===== src/design/perceptron_pkg.sv =====
package perceptron_pkg;

  // Features per sample
  localparam int n_inputs = 2;

  // Neurons in the layer
  localparam int n_nodes = 2;

  // Feature width, also the fixed-point fraction of the weights
  localparam int data_w = 8;

  // Products, deltas and feedback terms
  localparam int value_w = 16;

  // Extra right shift on the weight update
  localparam int learn_shift = 2;

endpackage


===== src/design/node.sv =====
`timescale 1ns/1ns

module node (
  input  logic clock,
  input  logic reset,
  input  logic train,

  input  logic operand_valid,
  input  logic [perceptron_pkg::n_inputs-1:0][perceptron_pkg::data_w-1:0] operand_data,
  output logic operand_ready,

  output logic product_valid,
  output logic [perceptron_pkg::value_w-1:0] product_data,
  input  logic product_ready,

  input  logic delta_valid,
  input  logic [perceptron_pkg::value_w-1:0] delta_data,
  output logic delta_ready,

  output logic feedback_valid,
  output logic [perceptron_pkg::n_inputs-1:0][perceptron_pkg::value_w-1:0] feedback_data,
  input  logic feedback_ready
);
  import perceptron_pkg::*;

  logic [$clog2(n_inputs)-1:0] counter;
  logic count_done;

  // Features as 9-bit signed, everything else in 18-bit signed
  logic signed [data_w:0] operand [n_inputs];
  logic signed [2*data_w+1:0] weight [n_inputs];
  logic signed [2*data_w+1:0] summand;
  logic signed [2*data_w+1:0] accumulator;
  logic signed [2*data_w+1:0] delta;
  logic [value_w-1:0] error [n_inputs];

  enum logic [3:0] {
    st_ready,
    st_multiply,
    st_accumulate,
    st_flush,
    st_product,
    st_delta,
    st_error,
    st_feedback,
    st_update
  } state;

  assign count_done = counter == ($clog2(n_inputs))'(n_inputs - 1);

  // Operand load
  assign operand_ready = state == st_ready;

  always_ff @(posedge clock) begin
    if (operand_valid && operand_ready) begin
      for (int i = 0; i < n_inputs; i++) begin
        operand[i] <= $signed({1'b0, operand_data[i]});
      end
    end
  end

  // Walks the inputs in the serial states
  always_ff @(posedge clock) begin
    if (reset) begin
      counter <= '0;
    end else if (state == st_multiply || state == st_accumulate ||
                 state == st_error || state == st_update) begin
      if (count_done) begin
        counter <= '0;
      end else begin
        counter <= counter + 1'b1;
      end
    end
  end

  // Multiply-accumulate, one input per cycle
  always_ff @(posedge clock) begin
    if (state == st_multiply || state == st_accumulate) begin
      summand <= (weight[counter] * (2 * data_w + 2)'(operand[counter])) >>> data_w;
    end
  end

  always_ff @(posedge clock) begin
    if (reset) begin
      accumulator <= '0;
    end else if (state == st_ready) begin
      accumulator <= '0;
    end else if (state == st_accumulate || state == st_flush) begin
      accumulator <= accumulator + summand;
    end
  end

  // Product beat
  always_ff @(posedge clock) begin
    if (reset) begin
      product_valid <= 1'b0;
    end else if (state == st_product) begin
      if (!product_valid) begin
        product_valid <= 1'b1;
      end else if (product_ready) begin
        product_valid <= 1'b0;
      end
    end
  end

  always_ff @(posedge clock) begin
    if (state == st_product && !product_valid) begin
      product_data <= accumulator[value_w-1:0];
    end
  end

  // Delta load, sign-extended
  assign delta_ready = state == st_delta;

  always_ff @(posedge clock) begin
    if (delta_valid && delta_ready) begin
      delta <= (2 * data_w + 2)'($signed(delta_data));
    end
  end

  // Error term per input
  always_ff @(posedge clock) begin
    if (state == st_error) begin
      error[counter] <= value_w'((weight[counter] * delta) >>> data_w);
    end
  end

  // Feedback beat
  always_ff @(posedge clock) begin
    if (reset) begin
      feedback_valid <= 1'b0;
    end else if (state == st_feedback) begin
      if (!feedback_valid) begin
        feedback_valid <= 1'b1;
      end else if (feedback_ready) begin
        feedback_valid <= 1'b0;
      end
    end
  end

  always_ff @(posedge clock) begin
    if (state == st_feedback && !feedback_valid) begin
      for (int i = 0; i < n_inputs; i++) begin
        feedback_data[i] <= error[i];
      end
    end
  end

  // Weight update, delta times feature scaled down by the learn rate
  always_ff @(posedge clock) begin
    if (reset) begin
      for (int i = 0; i < n_inputs; i++) begin
        weight[i] <= '0;
      end
    end else if (state == st_update) begin
      weight[counter] <= weight[counter] +
        ((delta * (2 * data_w + 2)'(operand[counter])) >>> (learn_shift + data_w));
    end
  end

  // One sample at a time, inference then optional training
  always_ff @(posedge clock) begin
    if (reset) begin
      state <= st_ready;
    end else begin
      case (state)
        st_ready:
          if (operand_valid) begin
            state <= st_multiply;
          end
        st_multiply:
          state <= st_accumulate;
        st_accumulate:
          if (count_done) begin
            state <= st_flush;
          end
        st_flush:
          state <= st_product;
        st_product:
          if (product_valid && product_ready) begin
            state <= train ? st_delta : st_ready;
          end
        st_delta:
          if (delta_valid && delta_ready) begin
            state <= st_error;
          end
        st_error:
          if (count_done) begin
            state <= st_feedback;
          end
        st_feedback:
          if (feedback_valid && feedback_ready) begin
            state <= st_update;
          end
        st_update:
          if (count_done) begin
            state <= st_ready;
          end
        default:
          state <= st_ready;
      endcase
    end
  end

endmodule


===== src/design/layer.sv =====
`timescale 1ns/1ns

module layer (
  input  logic clock,
  input  logic reset,
  input  logic train,

  input  logic operand_valid,
  input  logic [perceptron_pkg::n_inputs-1:0][perceptron_pkg::data_w-1:0] operand_data,
  output logic operand_ready,

  output logic product_valid,
  output logic [perceptron_pkg::n_nodes-1:0][perceptron_pkg::value_w-1:0] product_data,
  input  logic product_ready,

  input  logic delta_valid,
  input  logic [perceptron_pkg::n_nodes-1:0][perceptron_pkg::value_w-1:0] delta_data,
  output logic delta_ready,

  output logic feedback_valid,
  output logic [perceptron_pkg::n_inputs-1:0][perceptron_pkg::value_w-1:0] feedback_data,
  input  logic feedback_ready
);
  import perceptron_pkg::*;

  logic [n_nodes-1:0] node_operand_ready;
  logic [n_nodes-1:0] node_product_valid;
  logic [n_nodes-1:0] node_product_ready;
  logic [n_nodes-1:0] node_delta_ready;
  logic [n_nodes-1:0] node_feedback_valid;
  logic [n_nodes-1:0] node_feedback_ready;
  logic [n_nodes-1:0][value_w-1:0] node_product_data;
  logic [n_nodes-1:0][n_inputs-1:0][value_w-1:0] node_feedback_data;

  // Per-neuron capture
  logic [n_nodes-1:0] product_take;
  logic [n_nodes-1:0] feedback_take;
  logic [n_nodes-1:0] product_held;
  logic [n_nodes-1:0] feedback_held;
  logic [n_nodes-1:0][value_w-1:0] product_hold;
  logic [n_nodes-1:0][n_inputs-1:0][value_w-1:0] feedback_hold;

  // Broadcast only when every neuron can take the beat
  assign operand_ready = &node_operand_ready;
  assign delta_ready = &node_delta_ready;

  for (genvar j = 0; j < n_nodes; j++) begin : gen_node
    node node0 (
      .clock          (clock),
      .reset          (reset),
      .train          (train),
      .operand_valid  (operand_valid && operand_ready),
      .operand_data   (operand_data),
      .operand_ready  (node_operand_ready[j]),
      .product_valid  (node_product_valid[j]),
      .product_data   (node_product_data[j]),
      .product_ready  (node_product_ready[j]),
      .delta_valid    (delta_valid && delta_ready),
      .delta_data     (delta_data[j]),
      .delta_ready    (node_delta_ready[j]),
      .feedback_valid (node_feedback_valid[j]),
      .feedback_data  (node_feedback_data[j]),
      .feedback_ready (node_feedback_ready[j])
    );
  end

  // A neuron is accepted once, then waits until the joined beat leaves
  assign node_product_ready = node_product_valid & ~product_held;
  assign node_feedback_ready = node_feedback_valid & ~feedback_held;
  assign product_take = node_product_valid & node_product_ready;
  assign feedback_take = node_feedback_valid & node_feedback_ready;

  always_ff @(posedge clock) begin
    if (reset) begin
      product_held <= '0;
      feedback_held <= '0;
    end else begin
      product_held <= (product_held | product_take) &
                      ~{n_nodes{product_valid && product_ready}};
      feedback_held <= (feedback_held | feedback_take) &
                       ~{n_nodes{feedback_valid && feedback_ready}};
    end
  end

  always_ff @(posedge clock) begin
    for (int j = 0; j < n_nodes; j++) begin
      if (product_take[j]) begin
        product_hold[j] <= node_product_data[j];
      end
      if (feedback_take[j]) begin
        feedback_hold[j] <= node_feedback_data[j];
      end
    end
  end

  assign product_valid = &product_held;
  assign product_data = product_hold;
  assign feedback_valid = &feedback_held;

  // Error terms summed over neurons, per input, wrapping
  always_comb begin
    for (int i = 0; i < n_inputs; i++) begin
      feedback_data[i] = '0;
      for (int j = 0; j < n_nodes; j++) begin
        feedback_data[i] = feedback_data[i] + feedback_hold[j][i];
      end
    end
  end

endmodule


===== src/design/error_unit.sv =====
`timescale 1ns/1ns

module error_unit (
  input  logic clock,
  input  logic reset,
  input  logic train,

  input  logic product_valid,
  input  logic [perceptron_pkg::n_nodes-1:0][perceptron_pkg::value_w-1:0] product_data,
  output logic product_ready,

  output logic result_valid,
  output logic [perceptron_pkg::n_nodes-1:0][perceptron_pkg::value_w-1:0] result_data,
  input  logic result_ready,

  input  logic target_valid,
  input  logic [perceptron_pkg::n_nodes-1:0][perceptron_pkg::value_w-1:0] target_data,
  output logic target_ready,

  output logic delta_valid,
  output logic [perceptron_pkg::n_nodes-1:0][perceptron_pkg::value_w-1:0] delta_data,
  input  logic delta_ready
);
  import perceptron_pkg::*;

  logic [n_nodes-1:0][value_w-1:0] product_store;
  logic product_done;
  logic target_done;

  // Results leave unchanged
  assign result_valid = product_valid;
  assign result_data = product_data;
  assign product_ready = result_ready;

  assign product_done = product_valid && product_ready;
  assign target_done = target_valid && target_ready;

  // Products kept for the delta when training
  always_ff @(posedge clock) begin
    if (product_done && train) begin
      product_store <= product_data;
    end
  end

  always_ff @(posedge clock) begin
    if (reset) begin
      target_ready <= 1'b0;
    end else if (product_done && train) begin
      target_ready <= 1'b1;
    end else if (target_done) begin
      target_ready <= 1'b0;
    end
  end

  // Delta is target minus product, wrapping
  always_ff @(posedge clock) begin
    if (target_done) begin
      for (int j = 0; j < n_nodes; j++) begin
        delta_data[j] <= target_data[j] - product_store[j];
      end
    end
  end

  always_ff @(posedge clock) begin
    if (reset) begin
      delta_valid <= 1'b0;
    end else if (target_done) begin
      delta_valid <= 1'b1;
    end else if (delta_valid && delta_ready) begin
      delta_valid <= 1'b0;
    end
  end

endmodule


===== src/design/perceptron_top.sv =====
`timescale 1ns/1ns

module perceptron_top (
  input  logic clock,
  input  logic reset,
  input  logic train,

  input  logic operand_valid,
  input  logic [perceptron_pkg::n_inputs-1:0][perceptron_pkg::data_w-1:0] operand_data,
  output logic operand_ready,

  output logic result_valid,
  output logic [perceptron_pkg::n_nodes-1:0][perceptron_pkg::value_w-1:0] result_data,
  input  logic result_ready,

  input  logic target_valid,
  input  logic [perceptron_pkg::n_nodes-1:0][perceptron_pkg::value_w-1:0] target_data,
  output logic target_ready,

  output logic feedback_valid,
  output logic [perceptron_pkg::n_inputs-1:0][perceptron_pkg::value_w-1:0] feedback_data,
  input  logic feedback_ready
);
  import perceptron_pkg::*;

  logic product_valid;
  logic [n_nodes-1:0][value_w-1:0] product_data;
  logic product_ready;

  logic delta_valid;
  logic [n_nodes-1:0][value_w-1:0] delta_data;
  logic delta_ready;

  layer layer0 (
    .clock          (clock),
    .reset          (reset),
    .train          (train),
    .operand_valid  (operand_valid),
    .operand_data   (operand_data),
    .operand_ready  (operand_ready),
    .product_valid  (product_valid),
    .product_data   (product_data),
    .product_ready  (product_ready),
    .delta_valid    (delta_valid),
    .delta_data     (delta_data),
    .delta_ready    (delta_ready),
    .feedback_valid (feedback_valid),
    .feedback_data  (feedback_data),
    .feedback_ready (feedback_ready)
  );

  error_unit error0 (
    .clock         (clock),
    .reset         (reset),
    .train         (train),
    .product_valid (product_valid),
    .product_data  (product_data),
    .product_ready (product_ready),
    .result_valid  (result_valid),
    .result_data   (result_data),
    .result_ready  (result_ready),
    .target_valid  (target_valid),
    .target_data   (target_data),
    .target_ready  (target_ready),
    .delta_valid   (delta_valid),
    .delta_data    (delta_data),
    .delta_ready   (delta_ready)
  );

endmodule


===== config.mk =====
export PLATFORM = sky130hd
export DESIGN_NAME = perceptron_top
export DESIGN_NICKNAME = d
export VERILOG_FILES = /design/src/design/perceptron_pkg.sv /design/src/design/node.sv /design/src/design/layer.sv /design/src/design/error_unit.sv /design/src/design/perceptron_top.sv
export SDC_FILE = /design/constraint.sdc
export NUM_CORES = 2
export LEC_CHECK = 0
export BUFFER_PORTS_ARGS = -buffer_cell sky130_fd_sc_hd__buf_2
export CORE_MARGIN = 4
export CORE_UTILIZATION = 38
export CTS_BUF_LIST = sky130_fd_sc_hd__clkbuf_16
export CTS_CLUSTER_SIZE = 28
export DETAILED_ROUTE_END_ITERATION = 10
export GPL_ROUTABILITY_DRIVEN = 0
export PLACE_DENSITY = 0.63
export SLEW_MARGIN = 10
export SYNTH_ARGS = -nofsm -noshare
export SYNTH_HDL_FRONTEND = slang
export SYNTH_SLANG_ARGS = --single-unit

===== constraint.sdc =====
create_clock -name clock -period 9.1 [get_ports clock]
set_input_delay 1.82 -clock clock [delete_from_list [all_inputs] [get_ports clock]]
set_output_delay 1.82 -clock clock [all_outputs]
set_load 0.005 [all_outputs]

==> flow_results.org <==
** Die
- Site row count :: 122
- Die span in x :: 344 um
- Initial Utilization :: 38.5%
- Total Die Area :: 118000 um^2
- The total area inside the core boundary comes to 111000 um^2.
- During I/O placement, the number of pins put on the boundary was 123.
- Overall die height :: 344 um

** Clock network
- Clock-pin slew was measured on the worst setup and hold paths at 0.07 ns.
- Sinks on the clock net :: 458
- Post-CTS Setup Repair Bufs :: 0
- In this run the deepest clock path goes through 3 buffers.
- At the later pin of the worst-skew pair, clock insertion delay measures 0.66 ns.
- CTS tree :: yes
- The clock tree synthesis step divided the H-tree into 2 levels.
- Clock tree synthesis inserted a total of 50 buffers.
- Gates resized during post-CTS repair numbered 0.
- The root buffer cell chosen for the clock tree is sky130_fd_sc_hd__clkbuf_16.
- In this run, post-CTS hold repair placed 0 buffers.

** Logic synthesis
- Counting flops with an async set or reset pin after synthesis yields a share of 0%.
- Of the total synthesized cell area, the portion taken by full adders, half adders and majority gates is 34.2%.
- Avg Inst Size Synth :: 10.1 um^2
- Ys flop type :: sky130_fd_sc_hd__edfxtp_1
- Post-synth EDFFs :: 404
- Xor and xnor fraction of the mapped netlist area :: 5.04%
- When the netlist entered floorplanning its net count stood at 5166.
- After synthesis the netlist holds a flip-flop and latch count of 458.
- For this run, the number of Yosys warnings is 0.
- Combinational family with the most area after synthesis :: adder cells
- Summing the areas of all compound-gate instances in the mapped netlist gives 5.28% of the synthesized area.
- Of all cell types, the one taking the most synthesized area is sky130_fd_sc_hd__edfxtp_1.
- The synthesized netlist devotes 14.9% of its cell area to simple gates.
- Sorting the synthesized cells by area gives the leading types as sky130_fd_sc_hd__edfxtp_1 (28%), sky130_fd_sc_hd__fa_1 (24%), sky130_fd_sc_hd__ha_1 (11%).
- The portion of synthesized area spent on multiplexers is 1.57%.
- Sequential element share of the synthesized area :: 30.8%
- Cell count after synthesis :: 4245
- Synthesized cell area :: 42800 um^2
- Counting distinct cell types in the post-synthesis netlist gives 78.
- Fraction of post-synthesis cell area in the top cell type by area :: 28.3%

** Critical path
- On the worst path, the slowest cell contributes a delay of 0.69 ns.
- STA classifies the critical path endpoint as a flip-flop.
- STA puts the critical path data arrival time at 8.41 ns.
- STA puts the critical path data required time at 9.38 ns.
- The worst setup path is of the reg2reg kind.
- Along the worst path, the maximum fanout reaches 32.
- Register-to-register setup slack :: 0.98 ns
- Most numerous cell on the critical path :: sky130_fd_sc_hd__fa_1
- Master of the slowest instance on the critical path :: sky130_fd_sc_hd__mux2_2
- STA classifies the critical path startpoint as a flip-flop.

** Drt
- Detailed-router iteration count before antenna repair :: 7
- Vias after detailed routing :: 28.8k
- Violation count after the first detailed-routing iteration :: 1828
- In the routed design, unresolved DRC markers number 0.
- The detail route stage leaves a number of antenna-violating nets equal to 0.
- For this block, the routed nets add up to 103000 um of wire.
- In the routed layout, each cell is associated on average with a via count of 4.92.
- Dividing the detail-routed wire length by the instance count gives 17.5 um.

** Timing
- Between clock sinks in the finished design, the worst skew comes to 0.103 ns.
- Min cycle time layout :: 8.12 ns
- Based on the critical path, the design can be clocked at up to 123 MHz.
- Setup repair after global routing left no endpoint under its margin.
- After layout, the worst path uses 89.3% of the clock period.
- Worst-margin pin slew :: 1.13 ns
- Final sum of negative setup slack :: 0 ns
- Worst hold margin :: 0.389 ns
- Slew Limit Fails :: 0
- The final number of hold-violating endpoints was 0.
- Measured against its own limit, the worst slew margin works out to 24.6%.
- Final Setup Violations :: 0

** Global route
- Vias in the first global route :: 30.1k
- Pin count of the biggest net entering global routing :: 34
- First-pass GRT wire length :: 165000 um
- Antenna violations before repair :: 7
- Remaining Overflow, GRT :: 0
- Global routing used 17.8% of the available tracks across all layers.

** Layout
- Number of nets in the layout :: 5247
- In the final layout, the multi-input gates occupy 26200 um^2.
- FF+latch area :: 13200 um^2
- The filler cells instantiated in the layout total 10.6k.
- Relative to the synthesized area, the layout overhead comes to 9.36%.
- Of the cells placed in the final design, the portion with a size suffix greater than 1 is 7.33%.
- Most frequent cells in the layout :: sky130_fd_sc_hd__inv_1 (785), sky130_fd_sc_hd__fa_1 (506), sky130_fd_sc_hd__nand2_1 (491)
- The library cell used most frequently in the layout, excluding fill and tap cells, is sky130_fd_sc_hd__inv_1.

** Run status
- The run finished with clean final reports.

** Placed design
- Count of input and output buffers :: 122
- Detailed placement finished with a half-perimeter wire length of 79500 um.

** Hold path
- Class of the tightest hold or removal check :: reg2reg

** Job
- Maximum Capacitance Violations :: 0
-- kinds of logic after synthesis --
family / count (synthesis)
and+or+nand+nor: 1348
AOI/OAI and AO/OA: 352
adders and majority gates: 866
DFF: 458
xor gates and xnor gates: 243
muxes: 57
buffers and inverters: 921
-- worst max-delay path, delay by kind of cell (launching register included) --
| family | cells | cell delay, ns |
|---|---|---|
| fa+ha+maj | 6 | 2.71 |
| compound gates | 11 | 2.34 |
| simple gates | 5 | 1.06 |
| xor+xnor | 1 | 0.16 |
| flops | 1 | 0.62 |
| mux | 1 | 0.69 |
| buf+inv | 3 | 0.15 |
-- routing by layer --
metal | track usage [%] | wire, um | vias up
li1 | - | - | 13600
met1 | 25.1 | 46400 | 14300
met2 | 28.1 | 46000 | 804
met3 | 4.02 | 8260 | 131
met4 | 3.66 | 1830 | 8
met5 | 0 | 61 | -
-- flip-flops by register name, indices dropped and copies added (netlist names), 2 cells and up, named ones only --
name,count
layer0.feedback_hold,40
layer0.gen_node.node0.count_done,2
layer0.feedback_held,2
layer0.product_held,2
layer0.gen_node.node0.operand,32
layer0.gen_node.node0.weight,72
layer0.gen_node.node0.delta,32
layer0.product_data,32
layer0.gen_node.node0.error,40
error0.delta_data,32
layer0.gen_node.node0.summand,20
error0.product_store,32
layer0.gen_node.node0.product_valid,2
layer0.gen_node.node0.state,8
layer0.gen_node.node0.feedback_data,40
layer0.gen_node.node0.product_data,32
layer0.gen_node.node0.feedback_valid,2
layer0.gen_node.node0.accumulator,32
-- synth_stat cells, drive strengths merged, types with 26 or more instances --
cell type,count
dfxtp,54
mux2i,37
nor2,309
a21o,26
nand3,41
nand2,492
xnor2,188
o21ai,73
xor2,54
ha,360
nand2b,32
inv,777
nor3,59
and2,247
a21oi,115
nor2b,87
fa,506
edfxtp,404
or3,30
clkbuf,128
-- per-stage QoR --
| stage | setup WS [ns] | cells | util (%) | area (um^2) |
|---|---|---|---|---|
| 2_1_floorplan | 1.85 | 4245 | - | 42800 |
| 3_3_place_gp | 1.36 | 5762 | 40.6 | 45100 |
| 3_5_place_dp | 1.13 | 5762 | 40.6 | 45100 |
| 4_1_cts | 1.00 | 5855 | 42.1 | 46800 |
| 5_1_grt | 0.503 | 5855 | 42.1 | 46800 |
| 6_report | 0.977 | 5859 | 42.1 | 46800 |
-- final timing paths --
path              depth (start not counted)                                              endpoint                                           start
setup / recovery                         27  layer0.gen_node[1].node0.weight[1][17]$_SDFFCE_PN0P_                                       flip-flop
hold / removal                            0  layer0.gen_node[1].node0.feedback_data[19]$_DFFE_PP_  layer0.gen_node[1].node0.error[1][3]$_DFFE_PP_
setup reg to reg                         27  layer0.gen_node[1].node0.weight[1][17]$_SDFFCE_PN0P_                                       flip-flop
hold reg to reg                           0  layer0.gen_node[1].node0.feedback_data[19]$_DFFE_PP_  layer0.gen_node[1].node0.error[1][3]$_DFFE_PP_
-- final cells by class --
cell class / instances / area share, %
Antenna cell: 4 / 0.0214
Clock buffer: 50 / 2.67
Clock inverter: 43 / 0.938
Inverter: 777 / 6.23
Multi-Input combinational cell: 2866 / 55.8
Sequential cell: 458 / 28.2
Tap cell: 1488 / 3.97
Timing Repair Buffer: 173 / 2.12
Power is left out: the tool's default activity adds up to more than one toggle a clock period on the data nets, which glitch-free logic cannot reach.
